`config.mk`:
```
export PLATFORM = sky130hd
export DESIGN_NAME = mips_ex_top
export DESIGN_NICKNAME = d
export VERILOG_FILES = /design/src/source/mips_ex_pkg.sv /design/src/source/mips_alu.sv /design/src/source/mips_muldiv_fsm.sv /design/src/source/mips_iter_counter.sv /design/src/source/mips_hilo_unit.sv /design/src/source/mips_ex_top.sv
export VERILOG_INCLUDE_DIRS = /design/src /design/src/source
export SDC_FILE = /design/constraint.sdc
export NUM_CORES = 2
export LEC_CHECK = 0
export BUFFER_PORTS_ARGS = -buffer_cell sky130_fd_sc_hd__buf_2
export CORE_UTILIZATION = 64
export CTS_CLUSTER_DIAMETER = 40
export DETAILED_ROUTE_END_ITERATION = 8
export PLACE_DENSITY = 0.86
export SYNTH_ARGS = -nofsm -noshare
export SYNTH_HDL_FRONTEND = slang
export SYNTH_SLANG_ARGS = --single-unit
```
`constraint.sdc`:
```
create_clock -name i_clk -period 4.3 [get_ports i_clk]
set_clock_uncertainty 0.15 [all_clocks]
set_input_delay 0.86 -clock i_clk [delete_from_list [all_inputs] [get_ports i_clk]]
set_output_delay 0.86 -clock i_clk [all_outputs]
set_load 0.02 [all_outputs]
```
`src/source/mips_ex_defines.svh`:
```
`ifndef MIPS_EX_DEFINES_SVH
`define MIPS_EX_DEFINES_SVH

// ======================================================================
// Execute stage dimensions
// ======================================================================

// Data word width
`define EX_XLEN 32

// One multiply or divide bit per iteration
`define MULDIV_ITERS 32

// Wide enough to hold MULDIV_ITERS
`define ITER_CNT_W 6

// Return address skips the delay slot
`define PC_LINK_OFFSET 8

`endif

```
`src/source/mips_ex_pkg.sv`:
```
`include "mips_ex_defines.svh"

package mips_ex_pkg;

    // ==================================================================
    // Opcodes and FSM states
    // ==================================================================

    typedef enum logic [5:0] {
        ADD,
        ADDU,
        ADDI,
        ADDIU,
        SUB,
        SUBU,
        AND,
        ANDI,
        OR,
        ORI,
        XOR,
        XORI,
        NOR,
        LUI,
        SLL,
        SRL,
        SRA,
        SLLV,
        SRLV,
        SRAV,
        SLT,
        SLTU,
        SLTI,
        SLTIU,
        MOV,         // Value part of the conditional move
        LINK,        // PC plus link offset
        CACHE,       // Cache address as srca plus immediate
        MULT,
        MULTU,
        DIV,
        DIVU,
        MFHI,
        MFLO
    } alu_op_e;

    typedef enum logic [1:0] {
        IDLE,
        RUN,
        FIX,
        DONE
    } muldiv_state_e;

    // ==================================================================
    // Bundles between caller, top and the HI/LO path
    // ==================================================================

    typedef struct packed {
        alu_op_e              op;
        logic [`EX_XLEN-1:0]  srca;
        logic [`EX_XLEN-1:0]  srcb;
        logic [4:0]           shamt;
        logic [15:0]          imm16;
        logic [`EX_XLEN-1:0]  pc;
    } ex_req_t;

    typedef struct packed {
        logic [`EX_XLEN-1:0]  result;
        logic                 overflow;
        logic                 is_hilo;    // Read back from HI or LO
    } ex_resp_t;

    typedef struct packed {
        logic                 is_div;
        logic                 is_signed;
        logic [`EX_XLEN-1:0]  a;
        logic [`EX_XLEN-1:0]  b;
    } muldiv_cmd_t;

endpackage

```
`src/source/mips_alu.sv`:
```
`include "mips_ex_defines.svh"

module mips_alu (
    input  mips_ex_pkg::alu_op_e  i_op,
    input  logic [`EX_XLEN-1:0]   i_srca,
    input  logic [`EX_XLEN-1:0]   i_srcb,
    input  logic [4:0]            i_shamt,
    input  logic [15:0]           i_imm16,
    input  logic [`EX_XLEN-1:0]   i_pc,
    output logic [`EX_XLEN-1:0]   o_result,
    output logic                  o_overflow
);

    // ==================================================================
    // Immediate extension
    // ==================================================================
    logic                 ext_zero;
    logic                 ext_upper;
    logic                 ext_sign;
    logic [`EX_XLEN-1:0]  imm32;

    assign ext_zero  = i_op inside {mips_ex_pkg::ANDI, mips_ex_pkg::ORI, mips_ex_pkg::XORI};
    assign ext_upper = (i_op == mips_ex_pkg::LUI);
    assign ext_sign  = !(ext_zero | ext_upper);
    assign imm32 = ({`EX_XLEN{ext_zero}}  & {16'b0, i_imm16})
                 | ({`EX_XLEN{ext_upper}} & {i_imm16, 16'b0})
                 | ({`EX_XLEN{ext_sign}}  & {{16{i_imm16[15]}}, i_imm16});

    // Add and subtract
    logic                 is_arith;
    logic                 arith_reg;
    logic                 arith_sub;
    logic [`EX_XLEN-1:0]  arith_b;
    logic [`EX_XLEN:0]    add_ext;
    logic [`EX_XLEN:0]    sub_ext;
    logic [`EX_XLEN-1:0]  arith_r;

    assign is_arith  = i_op inside {mips_ex_pkg::ADD, mips_ex_pkg::ADDU, mips_ex_pkg::ADDI,
                                    mips_ex_pkg::ADDIU, mips_ex_pkg::SUB, mips_ex_pkg::SUBU};
    assign arith_reg = i_op inside {mips_ex_pkg::ADD, mips_ex_pkg::ADDU,
                                    mips_ex_pkg::SUB, mips_ex_pkg::SUBU};
    assign arith_sub = i_op inside {mips_ex_pkg::SUB, mips_ex_pkg::SUBU};
    assign arith_b   = arith_reg ? i_srcb : imm32;
    assign add_ext   = {i_srca[`EX_XLEN-1], i_srca} + {arith_b[`EX_XLEN-1], arith_b};
    assign sub_ext   = {i_srca[`EX_XLEN-1], i_srca} - {arith_b[`EX_XLEN-1], arith_b};
    assign arith_r   = arith_sub ? sub_ext[`EX_XLEN-1:0] : add_ext[`EX_XLEN-1:0];

    // Sign-extended copy disagrees with the MSB on overflow
    assign o_overflow =
        ((i_op inside {mips_ex_pkg::ADD, mips_ex_pkg::ADDI}) &
         (add_ext[`EX_XLEN] != add_ext[`EX_XLEN-1])) |
        ((i_op == mips_ex_pkg::SUB) & (sub_ext[`EX_XLEN] != sub_ext[`EX_XLEN-1]));

    // Logic, immediate logic and LUI
    logic                 is_logic;
    logic [`EX_XLEN-1:0]  logic_b;
    logic [`EX_XLEN-1:0]  logic_r;

    assign is_logic = i_op inside {mips_ex_pkg::AND, mips_ex_pkg::ANDI, mips_ex_pkg::OR,
                                   mips_ex_pkg::ORI, mips_ex_pkg::XOR, mips_ex_pkg::XORI,
                                   mips_ex_pkg::NOR, mips_ex_pkg::LUI};
    assign logic_b  = ext_zero ? imm32 : i_srcb;

    always_comb begin
        case (i_op)
            mips_ex_pkg::AND, mips_ex_pkg::ANDI: logic_r = i_srca & logic_b;
            mips_ex_pkg::OR,  mips_ex_pkg::ORI:  logic_r = i_srca | logic_b;
            mips_ex_pkg::XOR, mips_ex_pkg::XORI: logic_r = i_srca ^ logic_b;
            mips_ex_pkg::NOR:                    logic_r = ~(i_srca | logic_b);
            default:                             logic_r = imm32;    // LUI
        endcase
    end

    // Shifts by constant or by register
    logic                 is_shift;
    logic [4:0]           shift_amt;
    logic [`EX_XLEN-1:0]  shift_r;

    assign is_shift  = i_op inside {mips_ex_pkg::SLL, mips_ex_pkg::SRL, mips_ex_pkg::SRA,
                                    mips_ex_pkg::SLLV, mips_ex_pkg::SRLV, mips_ex_pkg::SRAV};
    assign shift_amt = (i_op inside {mips_ex_pkg::SLL, mips_ex_pkg::SRL, mips_ex_pkg::SRA}) ?
                       i_shamt : i_srca[4:0];

    always_comb begin
        case (i_op)
            mips_ex_pkg::SLL, mips_ex_pkg::SLLV: shift_r = i_srcb << shift_amt;
            mips_ex_pkg::SRL, mips_ex_pkg::SRLV: shift_r = i_srcb >> shift_amt;
            default: shift_r = $unsigned($signed(i_srcb) >>> shift_amt);
        endcase
    end

    // Set-less-than family
    logic                 is_cmp;
    logic [`EX_XLEN-1:0]  cmp_b;
    logic                 cmp_lt;
    logic [`EX_XLEN-1:0]  cmp_r;

    assign is_cmp = i_op inside {mips_ex_pkg::SLT, mips_ex_pkg::SLTU,
                                 mips_ex_pkg::SLTI, mips_ex_pkg::SLTIU};
    assign cmp_b  = (i_op inside {mips_ex_pkg::SLTI, mips_ex_pkg::SLTIU}) ? imm32 : i_srcb;
    assign cmp_lt = (i_op inside {mips_ex_pkg::SLT, mips_ex_pkg::SLTI}) ?
                    ($signed(i_srca) < $signed(cmp_b)) : (i_srca < cmp_b);
    assign cmp_r  = {{(`EX_XLEN-1){1'b0}}, cmp_lt};

    // ==================================================================
    // Pass-through, link, cache address and final select
    // ==================================================================
    logic is_mov;
    logic is_link;
    logic is_cache;

    assign is_mov   = (i_op == mips_ex_pkg::MOV);
    assign is_link  = (i_op == mips_ex_pkg::LINK);
    assign is_cache = (i_op == mips_ex_pkg::CACHE);

    // At most one class is active and the others contribute zero
    assign o_result = ({`EX_XLEN{is_arith}} & arith_r)
                    | ({`EX_XLEN{is_logic}} & logic_r)
                    | ({`EX_XLEN{is_shift}} & shift_r)
                    | ({`EX_XLEN{is_cmp}}   & cmp_r)
                    | ({`EX_XLEN{is_mov}}   & i_srca)
                    | ({`EX_XLEN{is_link}}  & (i_pc + `EX_XLEN'(`PC_LINK_OFFSET)))
                    | ({`EX_XLEN{is_cache}} & (i_srca + imm32));

endmodule

```
`src/source/mips_muldiv_fsm.sv`:
```
`include "mips_ex_defines.svh"

module mips_muldiv_fsm (
    input  logic i_clk,
    input  logic i_rst_n,
    input  logic i_start,
    input  logic i_last,
    output logic o_load,
    output logic o_step,
    output logic o_fix,
    output logic o_commit,
    output logic o_busy
);

    mips_ex_pkg::muldiv_state_e state_q;
    mips_ex_pkg::muldiv_state_e state_d;

    always_ff @(posedge i_clk or negedge i_rst_n) begin
        if (!i_rst_n) begin
            state_q <= mips_ex_pkg::IDLE;
        end else begin
            state_q <= state_d;
        end
    end

    always_comb begin
        state_d = state_q;
        case (state_q)
            mips_ex_pkg::IDLE: begin
                if (i_start) begin
                    state_d = mips_ex_pkg::RUN;
                end
            end
            mips_ex_pkg::RUN: begin
                if (i_last) begin
                    state_d = mips_ex_pkg::FIX;    // Final iteration this cycle
                end
            end
            mips_ex_pkg::FIX:  state_d = mips_ex_pkg::DONE;
            mips_ex_pkg::DONE: state_d = mips_ex_pkg::IDLE;
            default:           state_d = mips_ex_pkg::IDLE;
        endcase
    end

    // ==================================================================
    // Control strobes to counter and HI/LO datapath
    // ==================================================================
    assign o_load   = (state_q == mips_ex_pkg::IDLE) && i_start;
    assign o_step   = (state_q == mips_ex_pkg::RUN);
    assign o_fix    = (state_q == mips_ex_pkg::FIX);
    assign o_commit = (state_q == mips_ex_pkg::DONE);
    assign o_busy   = (state_q != mips_ex_pkg::IDLE);

    // Caller must hold off new multiply/divide work while busy
    a_no_start_busy: assert property (
        @(posedge i_clk) disable iff (!i_rst_n)
        i_start |-> !o_busy
    );

    // RUN spans exactly one full count of the iteration counter
    a_run_length: assert property (
        @(posedge i_clk) disable iff (!i_rst_n)
        $fell(state_q == mips_ex_pkg::RUN) |-> $past(o_load, `MULDIV_ITERS + 1)
    );

endmodule

```
`src/source/mips_iter_counter.sv`:
```
`include "mips_ex_defines.svh"

module mips_iter_counter (
    input  logic i_clk,
    input  logic i_rst_n,
    input  logic i_load,
    input  logic i_step,
    output logic o_last
);

    logic [`ITER_CNT_W-1:0] cnt_q;

    always_ff @(posedge i_clk or negedge i_rst_n) begin
        if (!i_rst_n) begin
            cnt_q <= '0;
        end else if (i_load) begin
            cnt_q <= `ITER_CNT_W'(`MULDIV_ITERS);
        end else if (i_step) begin
            cnt_q <= cnt_q - 1'b1;
        end
    end

    assign o_last = (cnt_q == `ITER_CNT_W'(1));    // Remaining iteration is the final one

    // FSM must leave RUN before the count runs out
    a_no_step_at_zero: assert property (
        @(posedge i_clk) disable iff (!i_rst_n)
        i_step |-> (cnt_q != '0)
    );

endmodule

```
`src/source/mips_hilo_unit.sv`:
```
`include "mips_ex_defines.svh"

module mips_hilo_unit (
    input  logic                      i_clk,
    input  logic                      i_rst_n,
    input  mips_ex_pkg::muldiv_cmd_t  i_cmd,
    input  logic                      i_load,
    input  logic                      i_step,
    input  logic                      i_fix,
    input  logic                      i_commit,
    output logic [`EX_XLEN-1:0]       o_hi,
    output logic [`EX_XLEN-1:0]       o_lo
);

    localparam int XL = `EX_XLEN;

    // Upper half holds partial product or remainder and lower half multiplier or quotient
    logic [2*XL-1:0]  acc_q;
    logic [XL-1:0]    opnd_q;      // Multiplicand or divisor magnitude
    logic             is_div_q;
    logic             neg_lo_q;    // Product or quotient sign
    logic             neg_hi_q;    // Remainder follows the dividend
    logic [XL-1:0]    hi_q;
    logic [XL-1:0]    lo_q;

    // ==================================================================
    // Operand magnitudes on load
    // ==================================================================
    logic          a_neg;
    logic          b_neg;
    logic [XL-1:0] a_abs;
    logic [XL-1:0] b_abs;

    assign a_neg = i_cmd.is_signed & i_cmd.a[XL-1];
    assign b_neg = i_cmd.is_signed & i_cmd.b[XL-1];
    assign a_abs = a_neg ? (~i_cmd.a + 1'b1) : i_cmd.a;
    assign b_abs = b_neg ? (~i_cmd.b + 1'b1) : i_cmd.b;

    // One shift-add multiply bit
    logic [XL:0]     mul_sum;
    logic [2*XL-1:0] mul_next;

    assign mul_sum  = {1'b0, acc_q[2*XL-1:XL]} + ({1'b0, opnd_q} & {(XL+1){acc_q[0]}});
    assign mul_next = {mul_sum, acc_q[XL-1:1]};

    // One restoring-divide bit
    logic [XL:0]     div_shift;
    logic [XL:0]     div_diff;
    logic [2*XL-1:0] div_next;

    assign div_shift = {acc_q[2*XL-1:XL], acc_q[XL-1]};
    assign div_diff  = div_shift - {1'b0, opnd_q};
    assign div_next  = div_diff[XL] ? {div_shift[XL-1:0], acc_q[XL-2:0], 1'b0}    // Restore
                                    : {div_diff[XL-1:0],  acc_q[XL-2:0], 1'b1};

    // Sign correction
    logic [2*XL-1:0] fix_next;

    always_comb begin
        if (is_div_q) begin
            fix_next[2*XL-1:XL] = neg_hi_q ? (~acc_q[2*XL-1:XL] + 1'b1) : acc_q[2*XL-1:XL];
            fix_next[XL-1:0]    = neg_lo_q ? (~acc_q[XL-1:0] + 1'b1) : acc_q[XL-1:0];
        end else begin
            fix_next = neg_lo_q ? (~acc_q + 1'b1) : acc_q;
        end
    end

    always_ff @(posedge i_clk) begin
        if (i_load) begin
            acc_q    <= {{XL{1'b0}}, a_abs};
            opnd_q   <= b_abs;
            is_div_q <= i_cmd.is_div;
            neg_lo_q <= a_neg ^ b_neg;
            neg_hi_q <= a_neg;
        end else if (i_step) begin
            acc_q <= is_div_q ? div_next : mul_next;
        end else if (i_fix) begin
            acc_q <= fix_next;
        end
    end

    // ==================================================================
    // Architectural HI/LO
    // ==================================================================
    always_ff @(posedge i_clk or negedge i_rst_n) begin
        if (!i_rst_n) begin
            hi_q <= '0;
            lo_q <= '0;
        end else if (i_commit) begin
            hi_q <= acc_q[2*XL-1:XL];
            lo_q <= acc_q[XL-1:0];
        end
    end

    assign o_hi = hi_q;
    assign o_lo = lo_q;

endmodule

```
`src/source/mips_ex_top.sv`:
```
`include "mips_ex_defines.svh"

module mips_ex_top (
    input  logic                   i_clk,
    input  logic                   i_rst_n,
    input  logic                   i_req_valid,
    input  mips_ex_pkg::ex_req_t   i_req,
    output logic                   o_resp_valid,
    output mips_ex_pkg::ex_resp_t  o_resp,
    output logic                   o_busy
);

    // ==================================================================
    // Opcode class decode
    // ==================================================================
    logic                      is_muldiv;
    logic                      is_hilo_rd;
    logic                      start;
    mips_ex_pkg::muldiv_cmd_t  cmd;

    assign is_muldiv  = i_req.op inside {mips_ex_pkg::MULT, mips_ex_pkg::MULTU,
                                         mips_ex_pkg::DIV, mips_ex_pkg::DIVU};
    assign is_hilo_rd = i_req.op inside {mips_ex_pkg::MFHI, mips_ex_pkg::MFLO};
    assign start      = i_req_valid & is_muldiv;

    assign cmd.is_div    = i_req.op inside {mips_ex_pkg::DIV, mips_ex_pkg::DIVU};
    assign cmd.is_signed = i_req.op inside {mips_ex_pkg::MULT, mips_ex_pkg::DIV};
    assign cmd.a         = i_req.srca;
    assign cmd.b         = i_req.srcb;

    // Single-cycle path
    logic [`EX_XLEN-1:0] alu_result;
    logic                alu_overflow;

    mips_alu u_alu (
        .i_op       (i_req.op),
        .i_srca     (i_req.srca),
        .i_srcb     (i_req.srcb),
        .i_shamt    (i_req.shamt),
        .i_imm16    (i_req.imm16),
        .i_pc       (i_req.pc),
        .o_result   (alu_result),
        .o_overflow (alu_overflow)
    );

    // Multiply/divide path
    logic                load;
    logic                step;
    logic                fix;
    logic                commit;
    logic                last;
    logic [`EX_XLEN-1:0] hi;
    logic [`EX_XLEN-1:0] lo;

    mips_muldiv_fsm u_fsm (
        .i_clk    (i_clk),
        .i_rst_n  (i_rst_n),
        .i_start  (start),
        .i_last   (last),
        .o_load   (load),
        .o_step   (step),
        .o_fix    (fix),
        .o_commit (commit),
        .o_busy   (o_busy)
    );

    mips_iter_counter u_iter_cnt (
        .i_clk   (i_clk),
        .i_rst_n (i_rst_n),
        .i_load  (load),
        .i_step  (step),
        .o_last  (last)
    );

    mips_hilo_unit u_hilo (
        .i_clk    (i_clk),
        .i_rst_n  (i_rst_n),
        .i_cmd    (cmd),
        .i_load   (load),
        .i_step   (step),
        .i_fix    (fix),
        .i_commit (commit),
        .o_hi     (hi),
        .o_lo     (lo)
    );

    // ==================================================================
    // Response register
    // ==================================================================
    mips_ex_pkg::ex_resp_t resp_d;
    mips_ex_pkg::ex_resp_t resp_q;
    logic                  resp_valid_q;

    always_comb begin
        resp_d.overflow = alu_overflow;
        resp_d.is_hilo  = is_hilo_rd;
        if (is_hilo_rd) begin
            resp_d.result = (i_req.op == mips_ex_pkg::MFHI) ? hi : lo;
        end else begin
            resp_d.result = alu_result;
        end
    end

    always_ff @(posedge i_clk or negedge i_rst_n) begin
        if (!i_rst_n) begin
            resp_valid_q <= 1'b0;
        end else begin
            resp_valid_q <= i_req_valid & !is_muldiv;    // Muldiv itself has no response
        end
    end

    always_ff @(posedge i_clk) begin
        if (i_req_valid & !is_muldiv) begin
            resp_q <= resp_d;
        end
    end

    assign o_resp_valid = resp_valid_q;
    assign o_resp       = resp_q;

endmodule

```
==> results of run 1 <==
[kinds of logic after synthesis]
family / synth area share, %
AOI/OAI and AO/OA: 27.0
and+or+nand+nor: 19.2
buffers and inverters: 6.37
adders and majority gates: 11.9
muxes: 10.5
xor gates and xnor gates: 6.41
DFF: 18.6
[cells in the mapped netlist, types with 24 or more instances]
cell and count:
nor2_1 360, a21oi_1 352, nand2_1 351, ha_1 275, o21ai_0 240, inv_1 222
clkbuf_1 195, xnor2_1 159, mux2i_1 149, mux2_2 109, edfxtp_1 101, nand3_1 90
nor3_1 85, dfrtp_1 73, xor2_1 58, a21o_1 54, o211ai_1 54, o22ai_1 54
a211oi_1 53, a31oi_1 47, o21a_1 46, nand4_1 45, and2_1 44, a221oi_1 36
and3_1 34, o31ai_1 34, nor4_1 33, dfxtp_1 32, nor2b_1 28, or3_1 28
buf_2 27, nand2b_1 27, buf_1 26, o221ai_1 26, o21bai_1 24
[timing repair]
item	4_1_cts
gates resized for setup	51
gates cloned	1
hold buffers	0
setup endpoints to repair	27
buffers inserted	10
pin swaps	25
[layer usage]
metal | global-route usage [%] | overflow
met1 | 78.0 | 1
met2 | 91.7 | 41
met3 | 58.2 | 1
met4 | 72.0 | 23
met5 | 25.0 | 0
[stage by stage]
| stage | area, sq um | instances |
|---|---|---|
| global placement | 36500 | 5143 |
| CTS | 38100 | 5226 |
| detailed placement | 36500 | 5143 |
| floorplan | 30100 | 3892 |
==> flow_metrics.py, run 1 <==
metrics = {
    "synthesis": {
        "synth_ff_type": "edfxtp_1",
        "synthCells": 3892,
        "ys_types": 95,
        "yosys-top-cells-area": "ha_1 (12%), edfxtp_1 (10%), dfrtp_1 (6.2%)",
        "syn_nets": 4298,
        "yosysTopAreaCell": "ha_1",
        "yosys_warnings": 0,
        "ys_ff_latch": 206,
        "ys_seq_area_share_pct": 18.6,
        "synth_edf_count": 101,
        "netlist.area_leader.share_pct": 11.6,
        "ys_async_sr_fraction_pct": 35.4,
        "synth_area_sq_mm": 0.0296,
        "avgSynthCellArea_sq_um": 7.62,
    },
    "cts": {
        "h-tree-depth": 2,
        "clockBufferDepth": 3,
        "cts_num_sinks": 206,
        "cts_root_buf": "clkbuf_16",
        "cts_buffers": 39,
    },
    "global_routing": {
        "grt_overflow": 66,
        "grt_max_degree": 74,
        "grt_usage_pct": 75.3,
    },
    "run_status": {
        "haltStage": "5_1_grt",
        "error": "[ERROR GRT-0232] Routing congestion too high. Check the congestion heatmap in the GUI.",
        "status": "did not finish",
    },
    "placement": {
        "gp_congestion": 1.21,
        "io_buffer_count": 161,
        "post-place-ws_ps": -932,
        "hpwlAfterDp_mm": 111,
    },
    "timing": {
        "postGrtWorstEndpoint": "o_resp[29]$_DFFE_PP_/D",
        "worstEndpointType": "sequential cell input",
    },
    "floorplanning": {
        "io_pins": 162,
        "die_x_microns": 217,
        "rows": 78,
        "dieHeight_microns": 217,
        "start_util_pct": 65.0,
    },
}
==> inputs of run 2 (changes only) <==
CORE_UTILIZATION = 40   (was 64)
CTS_CLUSTER_DIAMETER = not set   (was 40)
PLACE_DENSITY = not set   (was 0.86)
PLACE_DENSITY_LB_ADDON = 0.15   (was not set)
==> run 2 against run 1 <==
Against the previous run: the flow now finishes, with violations (setup timing); synthesized cell count did not move; area after synthesis unchanged.
==> flow_metrics.py, run 2 <==
metrics = {
    "worst_setup_path": {
        "critPathKind": "primary input to flop",
        "r2r_cells": 14,
        "worstReg2RegEnd": "u_hilo.acc_q[63]",
        "crit_path_start": "i_req[118]",
        "endpoint": "o_resp[13]",
        "endpoint_kind": "flop",
        "r2r_slack_ps": 310,
        "critPathLaunchType": "primary input",
        "arrival_ps": 4600,
        "reg2reg_from": "u_hilo.acc_q[0]",
        "required_ps": 4510,
        "crit_fanout": 12,
    },
    "synthesis": {
        "syn_nets": 4298,
        "synth_ff_type": "edfxtp_1",
        "synth_area_sq_mm": 0.0296,
        "yosys-top-cells-area": "ha_1 (12%), edfxtp_1 (10%), dfrtp_1 (6.2%)",
        "ys_ff_latch": 206,
        "avgSynthCellArea_sq_um": 7.62,
        "synthCells": 3892,
        "ys_async_sr_fraction_pct": 35.4,
        "yosysMostFrequentCell": "nor2_1",
        "synth_commonest_cells": "nor2_1 (360), a21oi_1 (352), nand2_1 (351), ha_1 (275), o21ai_0 (240)",
        "ys_types": 95,
        "yosys_warnings": 0,
        "synth_edf_count": 101,
        "yosysTopAreaCell": "ha_1",
        "ys_seq_area_share_pct": 18.6,
        "netlist.area_leader.share_pct": 11.6,
    },
    "layout": {
        "largest_register_ffs": 64,
        "final_layout_size_suffix_gt1_share_pct": 32.3,
        "final_common_cell": "buf_4",
        "final_cell_mix": "buf_4 (866), nor2_1 (344), nand2_1 (332)",
        "regMostFlops": "u_hilo.acc_q",
        "area_growth_pct": 36.9,
        "finalNetCount": 5141,
    },
    "run_status": {
        "status": "finished with violations",
        "violations": "setup timing",
    },
    "detailed_routing": {
        "firstDrtPassIters": 6,
        "wl_met2_mm": 70.8,
        "dr.max_layer_used": "met5",
        "wl_met3_mm": 14.5,
        "drt-total-wl_mm": 164,
        "drt_first_iter_violations": 3792,
        "drc": 0,
        "vias_per_cell": 6.20,
        "wl_met1_mm": 66.9,
        "via_count": 35500,
        "wire_per_inst_microns": 28.7,
        "ant_nets": 0,
    },
    "placement": {
        "hpwlAfterDp_mm": 134,
        "io_buffer_count": 161,
        "gp_congestion": 1.12,
    },
    "timing": {
        "period_share_pct": 102,
        "slew_headroom_pct": 22.2,
        "fmax_mhz": 228,
        "slew_viol_final": 0,
        "fin_ws_ps": -88.1,
        "rsz0062_at_grt": "true",
        "finalSetupViolCount": 8,
        "finalHoldViolations": 0,
        "worst_slew_pin_slew_ps": 1160,
        "finalCriticalPeriod_ps": 4390,
        "fin_hold_ws_ps": 151,
    },
    "global_routing": {
        "grt_pass1_vias": 33100,
        "antenna_found_initial": 6,
        "grt_overflow": 0,
        "grt_max_degree": 52,
        "grt_usage_pct": 42.3,
        "grt_first_pass_wirelength_mm": 231,
    },
    "floorplanning": {
        "die_x_microns": 274,
        "rows": 99,
        "core-area_sq_mm": 0.0731,
        "io_pins": 162,
        "dieHeight_microns": 274,
        "die_area_sq_mm": 0.0752,
        "start_util_pct": 40.6,
    },
    "flow_run": {
        "drv_cap": 0,
    },
    "cts": {
        "clkTransAtPathRegs_ps": 60,
        "cts_root_buf": "clkbuf_16",
        "cts_tree": "built",
        "cts_buffers": 29,
        "clockBufferDepth": 3,
        "clk_latency_ps": 610,
        "h-tree-depth": 1,
        "cts_num_sinks": 206,
        "hold_buffers": 0,
    },
    "pwr": {
        "total_power_uw": 16900,
        "vdd_ir_drop_max_mv": 0.259,
        "powerDensity_mw_per_mm2": 416,
        "p_leak_uw": 0.0179,
    },
    "hold_path": {
        "hp-class": "primary input to asynchronous set/reset pin",
    },
}
## run 2: cell counts after synthesis
Identical to the previous run, type by type.
## run 2: how the worst min path moves through the flow
| stage | from | end | slack, ps | cells after the start |
|---|---|---|---|---|
| after floorplan | u_hilo.o_hi[27] | u_hilo.o_hi[27] | 330 | 1 |
| after global placement | u_hilo.o_lo[3] | u_hilo.o_lo[3] | 340 | 1 |
| after detailed placement | u_hilo.o_lo[26] | u_hilo.o_lo[26] | 350 | 1 |
| after CTS | i_rst_n | u_hilo.o_lo[10] | 180 | 1 |
| after global routing | i_rst_n | u_hilo.o_lo[11] | 200 | 1 |
| final | i_rst_n | u_hilo.o_lo[9] | 150 | 1 |
## run 2: cell families after synthesis
logic type | count (synthesis) | share of synthesized area [%]
simple gates | 1204 | 19.2
xor+xnor | 217 | 6.41
flops | 206 | 18.6
compound gates | 1229 | 27.0
mux | 277 | 10.5
fa+ha+maj | 280 | 11.9
buf+inv | 479 | 6.37
## run 2: area by class of cell
cell class	instances	area, sq um
fillers	7104	32500
multi-input cells	3207	24000
repair buffers	1069	8010
flip-flops and latches	206	5500
well taps	959	1200
clock buffers	43	912
inverters	222	835
clock inverters	11	110
diodes	5	12.5
## run 2: metal layers
| layer | GRT usage [%] | vias up |
|---|---|---|
| met5 | 0 | - |
| met2 | 64.9 | 1784 |
| met1 | 54.5 | 17200 |
| met3 | 8.14 | 378 |
| met4 | 26.1 | 4 |
| li1 | - | 16100 |
## run 2: power breakdown
group	switching, uW	total [uW]	internal (uW)	leakage [uW]
Combinational	5850	10400	4600	0.0153
Clock	1090	2630	1540	0.000509
Sequential	864	3810	2940	0.00208
Total	7800	16900	9080	0.0179
## run 2: metrics by stage
| step | setup TNS (ps) | cells | util, % | area [sq um] | setup slack (ps) |
|---|---|---|---|---|---|
| global placement | -25640 | 5633 | 51.9 | 37900 | -1080 |
| CTS | -69.4 | 5699 | 54.0 | 39500 | -56.4 |
| floorplan | -5240 | 3892 | - | 30100 | -476 |
| detailed placement | -25960 | 5633 | 51.9 | 37900 | -1060 |
| global route | -2190 | 5717 | 55.5 | 40600 | -197 |
| finish | -447 | 5722 | 55.5 | 40600 | -88.1 |
## run 2: worst max-delay path, stage by stage
cell      delay (ps)
buf_6             90
or3_4            420
buf_6            150
nor2_4           210
buf_6            230
nand2_1           70
o21ai_1          170
ha_2             360
buf_4            150
nor4_2           210
nor3b_2          300
nor2_2            80
buf_4            150
o21bai_1         130
a21oi_1          100
xnor2_1          140
a21oi_1          100
buf_4            160
a21oi_1          170
a31oi_2          150
buf_4            170
## run 2: what timing repair did
action / in CTS / in global routing
endpoints found under the hold margin: 0 / 0
cloned: 1 / 2
buffers inserted: 11 / 19
setup endpoints to repair: 26 / 31
gates resized for setup: 102 / 193
pin swaps: 34 / 61
Note: power is estimated with default switching activity, not from simulation.
